===== config.mk =====
export PLATFORM = sky130hd
export DESIGN_NAME = m72_bus_top
export DESIGN_NICKNAME = d
export VERILOG_FILES = /design/src/m72_bus_pkg.sv /design/src/m72_io_pkg.sv /design/src/m72_clock_enables.sv /design/src/m72_region_map.sv /design/src/m72_sdram_bridge.sv /design/src/m72_io_ports.sv /design/src/m72_audio_mix.sv /design/src/m72_bus_top.sv
export VERILOG_INCLUDE_DIRS = /design/src
export SDC_FILE = /design/constraint.sdc
export NUM_CORES = 1
export LEC_CHECK = 0
export BUFFER_PORTS_ARGS = -buffer_cell sky130_fd_sc_hd__buf_4
export CAP_MARGIN = 20
export CORE_ASPECT_RATIO = 0.5
export CORE_UTILIZATION = 47
export CTS_CLUSTER_SIZE = 30
export DETAILED_ROUTE_END_ITERATION = 8
export PLACE_DENSITY = 0.84
export SLEW_MARGIN = 20
export SYNTH_ARGS = -nofsm -noshare
export SYNTH_HDL_FRONTEND = slang
export SYNTH_SLANG_ARGS = --single-unit

===== constraint.sdc =====
create_clock -name CLK_32M -period 2.5 [get_ports CLK_32M]
set_input_delay 0 -clock CLK_32M [delete_from_list [all_inputs] [get_ports CLK_32M]]
set_output_delay 0 -clock CLK_32M [all_outputs]
set_load 0.01 [all_outputs]

===== src/m72_bus_config.svh =====
`ifndef M72_BUS_CONFIG_SVH
`define M72_BUS_CONFIG_SVH

`define CPU_ADDR_W   20
`define SDR_ADDR_W   24
`define WORD_W       16
`define IO_ADDR_W    8
`define IO_BYTE_W    8
`define AUDIO_W      16

// ROM top per board, byte addresses
`define ROM_END_A    20'h7FFFF
`define ROM_END_B    20'h3FFFF

`define RAM_BASE_A   20'hA0000
`define RAM_BASE_B   20'hE0000
`define RAM_SIZE     20'h04000

`define SDR_RAM_BASE 24'h100000 // Word offset of work RAM

`define IO_SW        8'h00
`define IO_FLAG      8'h02
`define IO_DSW       8'h04

`endif


===== src/m72_bus_pkg.sv =====
`include "m72_bus_config.svh"

package m72_bus_pkg;

    typedef logic [`CPU_ADDR_W-1:0] cpu_addr_t; // Byte address
    typedef logic [`SDR_ADDR_W-1:0] sdr_addr_t; // Word address
    typedef logic [`WORD_W-1:0]     word_t;
    typedef logic [1:0]             byte_sel_t;

    typedef enum logic {
        board_a,
        board_b
    } board_type_t;

    // Request tracking in the SDRAM bridge
    typedef enum logic [1:0] {
        idle,
        wait_ready,
        done
    } bridge_state_t;

endpackage


===== src/m72_io_pkg.sv =====
`include "m72_bus_config.svh"

package m72_io_pkg;

    typedef logic [`IO_ADDR_W-1:0] io_addr_t;
    typedef logic [`IO_BYTE_W-1:0] io_byte_t;

    // Coin counters, flip, color blank
    typedef logic [7:0] sys_flags_t;

    typedef logic signed [`AUDIO_W-1:0] audio_t;

endpackage


===== src/m72_clock_enables.sv =====
`timescale 1ns/100ps

module m72_clock_enables (
    input  logic CLK_32M,
    input  logic reset_n,
    input  logic pause_rq,
    input  logic bus_active,
    input  logic mem_busy,
    output logic paused,
    output logic ce_cpu,
    output logic ce_4x,
    output logic ce_mcu
);

    logic [1:0] cpu_cnt;
    logic [1:0] mcu_cnt;
    logic       started; // Enables start one clock after reset release

    always_ff @(posedge CLK_32M or negedge reset_n) begin
        if (!reset_n) begin
            started <= 1'b0;
            paused  <= 1'b0;
            cpu_cnt <= 2'd0;
            mcu_cnt <= 2'd0;
        end else begin
            started <= 1'b1;

            // Only enter pause between bus cycles
            if (!paused) paused <= pause_rq & ~bus_active & ~mem_busy;
            else         paused <= pause_rq;

            if (ce_4x) cpu_cnt <= cpu_cnt + 2'd1;
            if (!paused) mcu_cnt <= mcu_cnt + 2'd1;
        end
    end

    assign ce_4x  = started & ~paused & ~mem_busy; // Stalled during SDRAM access
    assign ce_cpu = ce_4x & (&cpu_cnt);
    assign ce_mcu = ~paused & (&mcu_cnt);

endmodule


===== src/m72_region_map.sv =====
`timescale 1ns/100ps
`include "m72_bus_config.svh"

module m72_region_map (
    input  m72_bus_pkg::board_type_t board_type,
    input  m72_bus_pkg::cpu_addr_t   addr,
    output logic                     hit,
    output m72_bus_pkg::sdr_addr_t   sdr_addr,
    output logic                     writable
);

    m72_bus_pkg::cpu_addr_t rom_end;
    m72_bus_pkg::cpu_addr_t ram_base;
    m72_bus_pkg::cpu_addr_t ram_offset;
    logic                   in_rom;
    logic                   in_ram;

    assign rom_end  = (board_type == m72_bus_pkg::board_a) ? `ROM_END_A : `ROM_END_B;
    assign ram_base = (board_type == m72_bus_pkg::board_a) ? `RAM_BASE_A : `RAM_BASE_B;

    assign ram_offset = addr - ram_base;
    assign in_rom     = (addr <= rom_end);
    assign in_ram     = (addr >= ram_base) && (ram_offset < `RAM_SIZE);

    always_comb begin
        hit      = 1'b0;
        writable = 1'b0;
        sdr_addr = '0;
        if (in_rom) begin
            hit      = 1'b1;
            sdr_addr = m72_bus_pkg::sdr_addr_t'(addr[`CPU_ADDR_W-1:1]);
        end else if (in_ram) begin
            hit      = 1'b1;
            writable = 1'b1;
            // Work RAM sits above the ROM images
            sdr_addr = `SDR_RAM_BASE +
                       m72_bus_pkg::sdr_addr_t'(ram_offset[`CPU_ADDR_W-1:1]);
        end
    end

endmodule


===== src/m72_sdram_bridge.sv =====
`timescale 1ns/100ps

module m72_sdram_bridge (
    input  logic                     CLK_32M,
    input  logic                     reset_n,
    input  m72_bus_pkg::board_type_t board_type,
    input  logic                     mem_read,
    input  logic                     mem_write,
    input  m72_bus_pkg::cpu_addr_t   mem_addr,
    input  m72_bus_pkg::byte_sel_t   mem_sel,
    input  m72_bus_pkg::word_t       mem_wdata,
    output m72_bus_pkg::word_t       mem_rdata,
    output logic                     mem_busy,
    output m72_bus_pkg::sdr_addr_t   sdr_addr,
    output m72_bus_pkg::word_t       sdr_din,
    output m72_bus_pkg::byte_sel_t   sdr_wr_sel,
    output logic                     sdr_req,
    input  m72_bus_pkg::word_t       sdr_dout,
    input  logic                     sdr_rdy
);

    m72_bus_pkg::bridge_state_t state;
    m72_bus_pkg::sdr_addr_t     region_addr;
    m72_bus_pkg::word_t         rdata_lat;
    m72_bus_pkg::word_t         word_out;
    m72_bus_pkg::byte_sel_t     word_sel;
    logic                       region_hit;
    logic                       region_writable;
    logic                       read_d;
    logic                       write_d;
    logic                       issue;

    m72_region_map u_region_map (
        .board_type (board_type),
        .addr       (mem_addr),
        .hit        (region_hit),
        .sdr_addr   (region_addr),
        .writable   (region_writable)
    );

    // Odd byte goes out on the high lane
    assign word_out = mem_addr[0] ? {mem_wdata[7:0], 8'h00} : mem_wdata;
    assign word_sel = mem_addr[0] ? {mem_sel[0], 1'b0} : mem_sel;

    assign issue = ((mem_read & ~read_d) | (mem_write & ~write_d)) & region_hit &
                   (state != m72_bus_pkg::wait_ready);

    assign mem_busy = (state == m72_bus_pkg::wait_ready);

    always_ff @(posedge CLK_32M or negedge reset_n) begin
        if (!reset_n) begin
            state   <= m72_bus_pkg::idle;
            read_d  <= 1'b0;
            write_d <= 1'b0;
            sdr_req <= 1'b0;
        end else begin
            read_d  <= mem_read;
            write_d <= mem_write;
            sdr_req <= issue; // One cycle strobe
            case (state)
                m72_bus_pkg::wait_ready: if (sdr_rdy) state <= m72_bus_pkg::done;
                default: state <= issue ? m72_bus_pkg::wait_ready : m72_bus_pkg::idle;
            endcase
        end
    end

    always_ff @(posedge CLK_32M) begin
        if (issue) begin
            sdr_addr   <= region_addr;
            sdr_din    <= word_out;
            sdr_wr_sel <= (mem_write & region_writable) ? word_sel : 2'b00;
        end
        if (mem_busy && sdr_rdy) rdata_lat <= sdr_dout;
    end

    // Unmapped space floats high
    assign mem_rdata = !region_hit ? 16'hFFFF :
                       mem_addr[0] ? {8'h00, rdata_lat[15:8]} : rdata_lat;

endmodule


===== src/m72_io_ports.sv =====
`timescale 1ns/100ps
`include "m72_bus_config.svh"

module m72_io_ports (
    input  logic                   CLK_32M,
    input  logic                   reset_n,
    input  logic                   io_read,
    input  logic                   io_write,
    input  m72_io_pkg::io_addr_t   io_addr,
    input  m72_io_pkg::io_byte_t   io_wdata,
    output m72_io_pkg::io_byte_t   io_rdata,
    input  logic [1:0]             coin,
    input  logic [1:0]             start_buttons,
    input  logic [3:0]             p1_joystick,
    input  logic [3:0]             p2_joystick,
    input  logic [3:0]             p1_buttons,
    input  logic [3:0]             p2_buttons,
    input  m72_bus_pkg::word_t     dip_sw,
    output logic [1:0]             coin_counter,
    output logic                   color_blank,
    output logic                   flip
);

    m72_io_pkg::sys_flags_t sys_flags;
    m72_io_pkg::io_addr_t   port;
    m72_bus_pkg::word_t     switches;
    m72_bus_pkg::word_t     flags;
    m72_bus_pkg::word_t     io16;

    assign port     = {io_addr[7:1], 1'b0}; // Word aligned port
    assign switches = {p2_buttons, p2_joystick, p1_buttons, p1_joystick};
    assign flags    = {8'hFF, 4'hF, coin, start_buttons};

    always_comb begin
        io16 = 16'hFFFF;
        if (io_read) begin
            case (port)
                `IO_SW:   io16 = switches;
                `IO_FLAG: io16 = flags;
                `IO_DSW:  io16 = dip_sw;
                default:  io16 = 16'hFFFF;
            endcase
        end
    end

    assign io_rdata = io_addr[0] ? io16[15:8] : io16[7:0];

    always_ff @(posedge CLK_32M or negedge reset_n) begin
        if (!reset_n)
            sys_flags <= '0;
        else if (io_write && io_addr == `IO_FLAG)
            sys_flags <= io_wdata;
    end

    assign coin_counter = sys_flags[1:0];
    assign color_blank  = sys_flags[3];
    assign flip         = ~sys_flags[2] ^ dip_sw[8]; // DIP inverts screen sense

endmodule


===== src/m72_audio_mix.sv =====
`timescale 1ns/100ps

module m72_audio_mix (
    input  logic                 CLK_32M,
    input  logic                 reset_n,
    input  m72_io_pkg::audio_t   ym_audio_l,
    input  m72_io_pkg::audio_t   ym_audio_r,
    input  m72_io_pkg::io_byte_t sample_data,
    output m72_io_pkg::audio_t   audio_l,
    output m72_io_pkg::audio_t   audio_r
);

    m72_io_pkg::io_byte_t signed_sample;
    logic [16:0]          ext_sample;
    logic [16:0]          sum_l;
    logic [16:0]          sum_r;

    assign signed_sample = sample_data - 8'h80; // Offset binary to two's complement
    assign ext_sample    = {signed_sample[7], signed_sample, signed_sample};

    always_ff @(posedge CLK_32M or negedge reset_n) begin
        if (!reset_n) begin
            sum_l <= '0;
            sum_r <= '0;
        end else begin
            sum_l <= {ym_audio_l[15], ym_audio_l} + ext_sample;
            sum_r <= {ym_audio_r[15], ym_audio_r} + ext_sample;
        end
    end

    assign audio_l = sum_l[16:1];
    assign audio_r = sum_r[16:1];

endmodule


===== src/m72_bus_top.sv =====
`timescale 1ns/100ps

module m72_bus_top (
    input  logic                     CLK_32M,
    input  logic                     reset_n,
    input  m72_bus_pkg::board_type_t board_type,

    input  logic                     mem_read,
    input  logic                     mem_write,
    input  m72_bus_pkg::cpu_addr_t   mem_addr,
    input  m72_bus_pkg::byte_sel_t   mem_sel,
    input  m72_bus_pkg::word_t       mem_wdata,
    output m72_bus_pkg::word_t       mem_rdata,

    output m72_bus_pkg::sdr_addr_t   sdr_addr,
    output m72_bus_pkg::word_t       sdr_din,
    output m72_bus_pkg::byte_sel_t   sdr_wr_sel,
    output logic                     sdr_req,
    input  m72_bus_pkg::word_t       sdr_dout,
    input  logic                     sdr_rdy,

    input  logic                     io_read,
    input  logic                     io_write,
    input  m72_io_pkg::io_addr_t     io_addr,
    input  m72_io_pkg::io_byte_t     io_wdata,
    output m72_io_pkg::io_byte_t     io_rdata,

    input  logic [1:0]               coin,
    input  logic [1:0]               start_buttons,
    input  logic [3:0]               p1_joystick,
    input  logic [3:0]               p2_joystick,
    input  logic [3:0]               p1_buttons,
    input  logic [3:0]               p2_buttons,
    input  m72_bus_pkg::word_t       dip_sw,

    input  logic                     pause_rq,
    output logic                     paused,
    output logic                     ce_cpu,
    output logic                     ce_4x,
    output logic                     ce_mcu,
    output logic [1:0]               coin_counter,
    output logic                     color_blank,
    output logic                     flip,

    input  m72_io_pkg::audio_t       ym_audio_l,
    input  m72_io_pkg::audio_t       ym_audio_r,
    input  m72_io_pkg::io_byte_t     sample_data,
    output m72_io_pkg::audio_t       audio_l,
    output m72_io_pkg::audio_t       audio_r
);

    logic mem_busy;

    m72_clock_enables u_clock_enables (
        .CLK_32M    (CLK_32M),
        .reset_n    (reset_n),
        .pause_rq   (pause_rq),
        .bus_active (mem_read | mem_write | io_read | io_write),
        .mem_busy   (mem_busy),
        .paused     (paused),
        .ce_cpu     (ce_cpu),
        .ce_4x      (ce_4x),
        .ce_mcu     (ce_mcu)
    );

    m72_sdram_bridge u_sdram_bridge (
        .CLK_32M    (CLK_32M),
        .reset_n    (reset_n),
        .board_type (board_type),
        .mem_read   (mem_read),
        .mem_write  (mem_write),
        .mem_addr   (mem_addr),
        .mem_sel    (mem_sel),
        .mem_wdata  (mem_wdata),
        .mem_rdata  (mem_rdata),
        .mem_busy   (mem_busy),
        .sdr_addr   (sdr_addr),
        .sdr_din    (sdr_din),
        .sdr_wr_sel (sdr_wr_sel),
        .sdr_req    (sdr_req),
        .sdr_dout   (sdr_dout),
        .sdr_rdy    (sdr_rdy)
    );

    m72_io_ports u_io_ports (
        .CLK_32M       (CLK_32M),
        .reset_n       (reset_n),
        .io_read       (io_read),
        .io_write      (io_write),
        .io_addr       (io_addr),
        .io_wdata      (io_wdata),
        .io_rdata      (io_rdata),
        .coin          (coin),
        .start_buttons (start_buttons),
        .p1_joystick   (p1_joystick),
        .p2_joystick   (p2_joystick),
        .p1_buttons    (p1_buttons),
        .p2_buttons    (p2_buttons),
        .dip_sw        (dip_sw),
        .coin_counter  (coin_counter),
        .color_blank   (color_blank),
        .flip          (flip)
    );

    m72_audio_mix u_audio_mix (
        .CLK_32M     (CLK_32M),
        .reset_n     (reset_n),
        .ym_audio_l  (ym_audio_l),
        .ym_audio_r  (ym_audio_r),
        .sample_data (sample_data),
        .audio_l     (audio_l),
        .audio_r     (audio_r)
    );

endmodule


==> flow_metrics.env <==
export IMPL_finalWirelength_um=16300
export IMPL_multi_input_area_um2=2560
export IMPL_syn_area_um2=5550
export IMPL_crit_type="input port to register"
export IMPL_ys_top_cells_by_count="54 x edfxtp_1, 47 x dfrtp_1, 34 x ha_1"
export IMPL_clk_latency_ns=0.34
export IMPL_reg2reg_from="u_sdram_bridge.state[1]"
export IMPL_antenna_found_initial=0
export IMPL_drc_errors=0
export IMPL_fp_coreArea_um2=11200
export IMPL_final_util_pct=77.0
export IMPL_yosys_area_top_type="edfxtp_1"
export IMPL_fin_setup_tns_ns=0
export IMPL_dp_hpwl_um=11500
export IMPL_yosysSeqAreaShare_pct=50.4
export IMPL_cp_required_ns=2.78
export IMPL_fillCellCount=704
export IMPL_synth_avg_cell_area_um2=11.5
export IMPL_diodes=0
export IMPL_min_path_cells=2
export IMPL_path_max_fanout=3
export IMPL_h_tree_depth=3
export IMPL_worst_pin_slew_ns=0.607
export IMPL_instances_no_fill=971
export IMPL_area_growth_pct=56.1
export IMPL_min_to="u_audio_mix.sum_r[1]"
export IMPL_synthDistinctLibCells=58
export IMPL_synth_flop_cell="edfxtp_1"
export IMPL_design_area_um2=8660
export IMPL_placed_cells=882
export IMPL_cts_tree="done"
export IMPL_nets=999
export IMPL_die_w_um=156
export IMPL_synth_edff_count=54
export IMPL_fin_skew_ns=0.00541
export IMPL_reg2reg_to="u_clock_enables.paused"
export IMPL_ys_warn_count=0
export IMPL_start_util_pct=49.3
export IMPL_crit_path_start="ym_audio_l[1]"
export IMPL_fin_ws_ns=0.363
export IMPL_start_kind="input port"
export IMPL_hp_start="sample_data[1]"
export IMPL_yosysTopAreaCellShare_pct=29.2
export IMPL_power_mw=4.97
export IMPL_synth_area_top_cells="edfxtp_1 29%, dfrtp_1 21%, ha_1 7.7%"
export IMPL_path_cells="dlygate4sd3_1 -> buf_4 -> fa_1 -> a21o_1 -> a221oi_2 -> o211ai_1 -> a31oi_1 -> a31o_1"
export IMPL_endpoint_kind="register"
export IMPL_vias_per_cell=5.24
export IMPL_die_area_um2=12300
export IMPL_vias=5089
export IMPL_grt_overflow=0
export IMPL_timing_final_crit_share_pct=85.5
export IMPL_die_h_um=78.9
export IMPL_setup_violations_final=0
export IMPL_clock_root_buffer="clkbuf_16"
export IMPL_timing_hold_ws_ns=0.0320
export IMPL_cpMaxStageDelayCell="dlygate4sd3_1"
export IMPL_p_leak_nw=3.97
export IMPL_place_gp_congestion=0.898
export IMPL_rsz0062_at_grt="false"
export IMPL_grt_max_degree=48
export IMPL_drtAntennaViolNets=0
export IMPL_async_flop_share_pct=46.5
export IMPL_grt_pass1_vias=5155
export IMPL_crit_buf_inv=2
export IMPL_path_delay_family="compound AO/OA/AOI/OAI gates"
export IMPL_regArea_um2=2800
export IMPL_pwr_density_cell_nw_per_um2=573
export IMPL_arrival_ns=2.41
export IMPL_slew_headroom_pct=59.6
export IMPL_placed_cell_area_um2=7590
export IMPL_first_iter_violations=227
export IMPL_reg2regPathDepth=4
export IMPL_cap_violations=0
export IMPL_ctsResizeCount=0
export IMPL_timing_fmax_mhz=468
export IMPL_drive_gt1_share_pct=36.1
export IMPL_final_max_slew_viol_count=0
export IMPL_outcome="completed"
export IMPL_portBuffers=253
export IMPL_wl_per_cell_um=16.7
export IMPL_vdd_drop_max_mv=0.371
export IMPL_postSynthCellCount=484
export IMPL_slowest_delay_ns=0.56
export IMPL_grt_pass1_wl_um=25300
export IMPL_cts_sinks=101
export IMPL_dr_pass1_iters=4
export IMPL_rrSetupSlack_ns=1.00
export IMPL_top_level_ports=262
export IMPL_grtUsageTotal_pct=27.0
export IMPL_min_period_ns=2.14
export IMPL_hp_class="input port to register"
export IMPL_num_rows=27
export IMPL_cts_buffer_depth=2
export IMPL_hold_violations=0
export IMPL_cts_clk_slew_worst_paths_ns=0.06
export IMPL_post_place_ws_ns=0.316
export IMPL_ys_ff_latch=101
export IMPL_cts_made_buffers=9
export IMPL_yosysMostFrequentCell="edfxtp_1"
## logic make-up (layout without fill, tap and decap cells)
kind of cell / Yosys count / in the layout / share of synthesized area [%]
AOI/OAI and AO/OA: 110 / 110 / 13.2
xor gates and xnor gates: 28 / 28 / 4.42
adders and majority gates: 37 / 37 / 8.74
buffers and inverters: 48 / 372 / 3.85
DFF: 101 / 101 / 50.4
muxes: 32 / 32 / 7.01
other: 2 / 6 / 0.135
and+or+nand+nor: 126 / 126 / 12.2
## metal layers
layer	wire [um]	GRT usage (%)
met1	6180	29.7
met2	8540	50.5
met3	1050	7.10
met4	478	10.0
met5	0	0
## flip-flops by register name, summed over array words and instances, names as in the netlist
register                   count
u_sdram_bridge.sdr_addr       20
u_audio_mix.sum_l             16
u_audio_mix.sum_r             16
u_sdram_bridge.rdata_lat      16
u_sdram_bridge.sdr_din        16
u_io_ports.sys_flags           4
u_clock_enables.cpu_cnt        2
u_clock_enables.mcu_cnt        2
u_sdram_bridge.sdr_wr_sel      2
u_sdram_bridge.state           2
u_clock_enables.paused         1
u_clock_enables.started        1
u_sdram_bridge.read_d          1
u_sdram_bridge.sdr_req         1
u_sdram_bridge.write_d         1
## worst max path at each step
| stage | endpoint | slack (ns) | cells past startpoint |
|---|---|---|---|
| 2_1_floorplan | u_sdram_bridge.sdr_addr[0] | 0.28 | 7 |
| 3_3_place_gp | u_sdram_bridge.sdr_din[13] | 0.38 | 9 |
| 3_5_place_dp | u_sdram_bridge.sdr_din[4] | 0.32 | 9 |
| 4_1_cts | mem_rdata[8] | 0.39 | 9 |
| 5_1_grt | mem_rdata[8] | 0.20 | 9 |
| 6_report | u_audio_mix.sum_l[16] | 0.36 | 8 |
## layout make-up
class	instances	area share, %
sequential	101	32.3
timing repair buffer	330	30.8
multi-input combinational	339	29.5
clock buffer	10	2.64
tap	159	2.30
clock inverter	6	1.29
inverter	26	1.13
## layout by cell type, fill, tap and decap left out, types with 3 or more instances in the layout
cell type      Yosys  routed
dlygate4sd3_1      0      73
o21ai_1           12      12
or3_1              5       5
nand4_1            6       6
a21oi_1           28      28
bufinv_16          0       3
a41oi_1            4       4
edfxtp_1          54      54
o21ai_0           11      11
a21o_1            12      12
mux2_1             4       4
nor2_1            21      21
mux2i_1           13      13
xor2_1            14      14
buf_4              8     256
fa_1               3       3
mux2_2            11      11
a31oi_1            5       5
and2_1            24      24
o211ai_1           8       8
o21bai_1           3       3
nand2b_1           5       5
nand2_1           29      29
conb_1             2       6
dfrtp_1           47      47
nand3_1            7       7
inv_1             26      26
o311ai_0           4       4
o22ai_1            3       3
o21a_1             3       3
and3_1             4       3
nor2b_1           12      12
ha_1              34      34
mux4_2             4       4
xnor2_1           14      14
clkbuf_16          0       9
## power by group
part / switching, mW / internal, mW / leakage, nW
Clock: 0.599 / 0.979 / 0.164
Sequential: 0.0754 / 1.96 / 1.06
Combinational: 0.624 / 0.728 / 2.74
## timing repair
item / CTS / global route
hold buffers: 73 / 0
hold endpoints to repair: 110 / 0
setup buffers: 0 / 0
(Power assumes the default switching activity.)
